===== config.mk =====
export PLATFORM = sky130hd
export DESIGN_NAME = sample_collector
export DESIGN_NICKNAME = d
export VERILOG_FILES = /design/src/source/fft16_pkg.sv /design/src/source/sample_collector.sv
export SDC_FILE = /design/constraint.sdc
export NUM_CORES = 2
export LEC_CHECK = 0
export BUFFER_PORTS_ARGS = -buffer_cell sky130_fd_sc_hd__buf_4
export CAP_MARGIN = 25
export CORE_AREA = 2 2 410 412
export CTS_CLUSTER_DIAMETER = 200
export DETAILED_ROUTE_END_ITERATION = 16
export DIE_AREA = 0 0 412 414
export SLEW_MARGIN = 30
export SYNTH_ARGS = -nofsm -noshare
export SYNTH_HDL_FRONTEND = slang
export SYNTH_SLANG_ARGS = --single-unit

===== constraint.sdc =====
create_clock -name clk -period 126.6 [get_ports clk]
set_clock_uncertainty 0.1 [all_clocks]
set_input_delay 12.66 -clock clk [delete_from_list [all_inputs] [get_ports clk]]
set_output_delay 12.66 -clock clk [all_outputs]
set_load 0.1 [all_outputs]

===== src/source/fft16_pkg.sv =====
package fft16_pkg;

  localparam int N_POINTS = 16;             // Transform size
  localparam int IDX_W    = $clog2(N_POINTS);  // Width of a point index
  localparam int SAMPLE_W = 16;             // Q8.8 input sample and bin component
  localparam int ACC_W    = 32;             // Q16.16 internal component
  localparam int FRAC_W   = 16;             // Fractional bits of the internal format

  // Serial input word, signed Q8.8
  typedef logic signed [SAMPLE_W-1:0] sample_t;

  typedef struct packed {
    logic signed [ACC_W-1:0] re;            // Real part, Q16.16
    logic signed [ACC_W-1:0] im;            // Imaginary part, Q16.16
  } cplx_t;

  // One complete frame of points travelling between stages
  typedef cplx_t [N_POINTS-1:0] frame_t;

  typedef struct packed {
    logic signed [SAMPLE_W-1:0] re;         // Real part, Q8.8
    logic signed [SAMPLE_W-1:0] im;         // Imaginary part, Q8.8
  } bin_t;

  // Output spectrum indexed by frequency bin
  typedef bin_t [N_POINTS-1:0] spectrum_t;

  // W16^k = cos(2*pi*k/16) - j*sin(2*pi*k/16) in Q16.16 for k = 0..7
  localparam cplx_t [0:N_POINTS/2-1] TWIDDLE = '{
    '{re: 32'sh0001_0000, im: 32'sh0000_0000},   // 1.0
    '{re: 32'sh0000_EC83, im: 32'shFFFF_9E09},   // 0.9239, -0.3827
    '{re: 32'sh0000_B504, im: 32'shFFFF_4AFC},   // 0.7071, -0.7071
    '{re: 32'sh0000_61F7, im: 32'shFFFF_137D},   // 0.3827, -0.9239
    '{re: 32'sh0000_0000, im: 32'shFFFF_0000},   // -j
    '{re: 32'shFFFF_9E09, im: 32'shFFFF_137D},   // -0.3827, -0.9239
    '{re: 32'shFFFF_4AFC, im: 32'shFFFF_4AFC},   // -0.7071, -0.7071
    '{re: 32'shFFFF_137D, im: 32'shFFFF_9E09}    // -0.9239, -0.3827
  };

  // Decimation in frequency leaves the bins in bit-reversed order,
  // so the output mapping needs the mirrored index
  function automatic logic [IDX_W-1:0] bit_reverse(input logic [IDX_W-1:0] idx);
    logic [IDX_W-1:0] rev;
    for (int b = 0; b < IDX_W; b++) begin
      rev[b] = idx[IDX_W-1-b];              // Swap bit b with its mirror
    end
    return rev;
  endfunction

endpackage

===== src/source/sample_collector.sv =====
`timescale 1ns/1ps

module sample_collector (
  input  logic               clk,
  input  logic               arst_n,
  input  fft16_pkg::sample_t fir_d,
  input  logic               fir_valid,
  output fft16_pkg::frame_t  frame,
  output logic               frame_valid
);

  import fft16_pkg::*;

  localparam int SHIFT = FRAC_W - SAMPLE_W / 2;  // Q8.8 to Q16.16 alignment

  logic [IDX_W-1:0] count;                  // Position of the next sample in the frame
  logic             last;                   // Current sample completes the frame
  cplx_t            sample_c;               // Incoming sample in the internal format
  frame_t           staging;
  frame_t           frame_next;

  always_comb begin
    sample_c.re = ACC_W'(fir_d) <<< SHIFT;  // Sign extend, then move the binary point
    sample_c.im = '0;
  end

  assign last = (count == IDX_W'(N_POINTS - 1));

  // The 16th sample goes straight to the output without waiting in the buffer
  always_comb begin
    frame_next        = staging;
    frame_next[count] = sample_c;
  end

  always_ff @(posedge clk or negedge arst_n) begin
    if (!arst_n) begin
      count       <= '0;
      frame_valid <= 1'b0;
    end else begin
      frame_valid <= fir_valid && last;     // One cycle pulse per frame
      if (fir_valid) begin
        count <= count + 1'b1;              // Wraps to 0 after the last sample
      end
    end
  end

  always_ff @(posedge clk) begin
    if (fir_valid) begin
      staging[count] <= sample_c;
    end
    if (fir_valid && last) begin
      frame <= frame_next;
    end
  end

endmodule


==> reports/qor.csv <==
metric;value;unit
outcome;completed;
first-pass GRT wire length;235000;um
r2r setup slk;119.83;ns
number of flops mapped to enable cells by yosys;2048;
residual DRC count;0;
Rel. slew slack;0.352;
sum of negative setup slack;0;ns
Finished Layout Cells;6804;
Hold EP;frame[184];
area share of fa/ha/maj cells after synthesis;0.000883;
CTS Buf Count;201;
clock latency on the worst-skew pair;0.84;ns
worst path required time;126.95;ns
IO buf count;1043;
Vias;33104;
vias in the first global route;32609;
ys flop type;edfxtp_1;
PD cells;21.0;mW/mm^2
gr usage total;0.191;
largest net degree at the start of global routing;172;
RePlAce Congestion;0.789;
drt first pass iters;5;
Final Max Tran Viols;0;
Synth Instances;3269;
Synth Area in Compound Gates;0.0152;
grt ovf;0;
Core Area;0.166;mm^2
Site Rows;150;
Synth warnings;0;
clock sinks;2053;
critical path class;in2reg;
fin crit share;0.141;
worst slew pin tran;0.972;ns
Inst Count DP;6418;
syn avg cell area;21.7;um^2
DR WL/cell;24.5;um
final setup vio count;0;
CTS hold repair buffers;0;
NumNets Final;4446;
ys async rst share;0.00244;
maxcap violations;0;
Tmin final;17.81;ns
setup bufs post-CTS;0;
Max IR drop VDD;0.0140;mV
hold violation count in the final report;0;
ranking of synthesized cells by area;edfxtp_1, and2_1, mux2_2;
#FFs+latches synth;2053;
antenna viol nets, final;0;
Synth Cell Area;0.0708;mm^2
crit path capture type;flop;
mux contribution to synthesized area;0.0407;
CTS tree;yes;
Hold Startpoint;staging[184];
Worst Hold Depth;1;
Netlist cell types;29;
final WL;167000;um
Fmax;0.0561;GHz
layout cells sized above 1;0.354;
Root Driver;clkbuf_16;
initial antenna violation count;9;
DR vias/cell;4.87;
CP Launch Type;primary input;
die width;412;um
Top-Level Pins;1044;
Clock transition at path regs;0.06;ns
# H-tree levels;4;
register area share after synthesis;0.870;
worst path arrival time;18.16;ns
RR Endpoint;frame[695];
initial drt markers;2791;
Hold Path Class;reg2reg;
FF-to-FF path depth;8;
RSZ-0062 raised after global routing;no;
die area;0.171;mm^2
P&R area growth vs syn;23.7;%
largest family of logic cells by synthesized area;simple AND/OR/NAND/NOR gates;
Simple-Gate Fraction of Synth Area;0.0622;
Die Span Y;414;um
cell taking the most area after synthesis;edfxtp_1;
Initial Utilization;0.426;
HPWL after DPL;108000;um
Crit Reg-Reg Startpoint;count[2];
clk buf depth;3;
Yosys top cell area share;0.868;
Syn Nets;3293;
post-cts resize count;0;
critical-path maximum fanout;74;
Synth Area in XOR/XNOR;0.000371;
leak pwr;0.0320;uW
through the flow:
| step | utilization | setup slack [ns] | instance area, um^2 | hold WS [ns] | power [uW] |
|---|---|---|---|---|---|
| 2_1_floorplan | - | 67.36 | 70800 | 0.412 | 1240 |
| 3_3_place_gp | 0.488 | 106.68 | 81100 | 0.424 | 1280 |
| 3_5_place_dp | 0.488 | 106.68 | 81200 | 0.434 | 1290 |
| 4_1_cts | 0.526 | 107.61 | 87400 | 0.435 | 1860 |
| 5_1_grt | 0.527 | 108.51 | 87600 | 0.450 | 1910 |
| 6_report | 0.527 | 108.79 | 87600 | 0.425 | 1840 |
flip-flops by register name, indices dropped and copies added (netlist names):
name and count:
staging 1024, count 4, frame_valid 1, frame 1024
layout make-up:
class	instances	area (um^2)
sequential	2053	61600
inverter	3	11.3
antenna	3	7.51
tap	2204	2760
timing repair buffer	1093	8390
multi-input combinational	1070	8550
clock inverter	128	977
fill	13191	78700
clock buffer	250	5260
layout by cell type, fill, tap and decap left out, types with 2 or more instances in the layout:
cell type / Yosys / routed
a21o_1: 143 / 143
and2_1: 640 / 640
and4_1: 4 / 4
and4b_1: 8 / 8
buf_12: 2 / 7
buf_16: 0 / 3
buf_4: 2 / 1075
buf_6: 13 / 7
bufinv_16: 0 / 7
clkbuf_1: 89 / 47
clkbuf_16: 0 / 203
clkinv_1: 0 / 51
clkinv_16: 0 / 5
clkinv_2: 0 / 53
clkinv_8: 0 / 3
clkinvlp_4: 0 / 3
dfrtp_1: 5 / 3
dfrtp_2: 0 / 2
diode_2: 0 / 3
edfxtp_1: 2048 / 2048
ha_1: 5 / 5
inv_1: 3 / 3
inv_16: 0 / 3
inv_6: 0 / 2
mux2_1: 10 / 10
mux2_2: 187 / 187
mux2_4: 44 / 44
nand2_1: 2 / 2
nand3_2: 3 / 2
nand3_4: 0 / 3
nand3b_4: 7 / 8
nor4bb_2: 0 / 2
nor4bb_4: 0 / 2
or3b_4: 0 / 4
xnor2_1: 2 / 2
worst max-delay path: stages:
cell    delay [ns]
buf_8         0.34
inv_1         0.17
nor2_4        0.38
buf_6         0.59
buf_4         0.74
buf_6         0.62
buf_4         0.86
buf_4         0.74
buf_6         0.65
layer usage:
metal | vias to the layer above | part of all wire | track usage
li1 | 14815 | - | -
met4 | 0 | 0.034 | 0.0716
met2 | 1110 | 0.47 | 0.297
met3 | 262 | 0.091 | 0.0709
met5 | - | 0 | 0
met1 | 16917 | 0.40 | 0.243
synthesized netlist by cell type, types with 2 or more instances:
cell	n
or3b_1	4
buf_6	13
and2_1	640
and4_1	4
nor4bb_1	4
nand3b_4	7
nand3_2	3
nand3_1	2
inv_1	3
mux2_1	10
xnor2_1	2
dfrtp_1	5
ha_1	5
buf_4	2
and4b_1	8
buf_2	36
mux2_2	187
buf_12	2
clkbuf_1	89
edfxtp_1	2048
nand2_1	2
a21o_1	143
mux2_4	44
power breakdown:
part / internal (uW) / total, uW / switching (uW)
Sequential: 893 / 917 / 24.5
Combinational: 96.1 / 359 / 263
Clock: 310 / 561 / 251
worst max-delay path by stage:
| stage | start | end | slack [ns] | cells past startpoint |
|---|---|---|---|---|
| finish | fir_valid | frame[695] | 108.79 | 9 |
| global route | fir_valid | frame[443] | 108.51 | 9 |
| CTS | fir_valid | frame[482] | 107.61 | 9 |
| detailed placement | fir_valid | frame[461] | 106.68 | 9 |
| global placement | fir_valid | frame[387] | 106.68 | 9 |
| floorplan | fir_valid | frame_valid | 67.36 | 2 |
cell families (layout without fill, tap and decap cells):
family | Yosys count | in the layout
flops | 2053 | 2053
simple gates | 677 | 677
mux | 241 | 241
buf+inv | 146 | 1474
compound gates | 144 | 144
fa+ha+maj | 5 | 5
xor+xnor | 3 | 3
other cells | 0 | 3
Note: power is estimated with default switching activity, not from simulation.
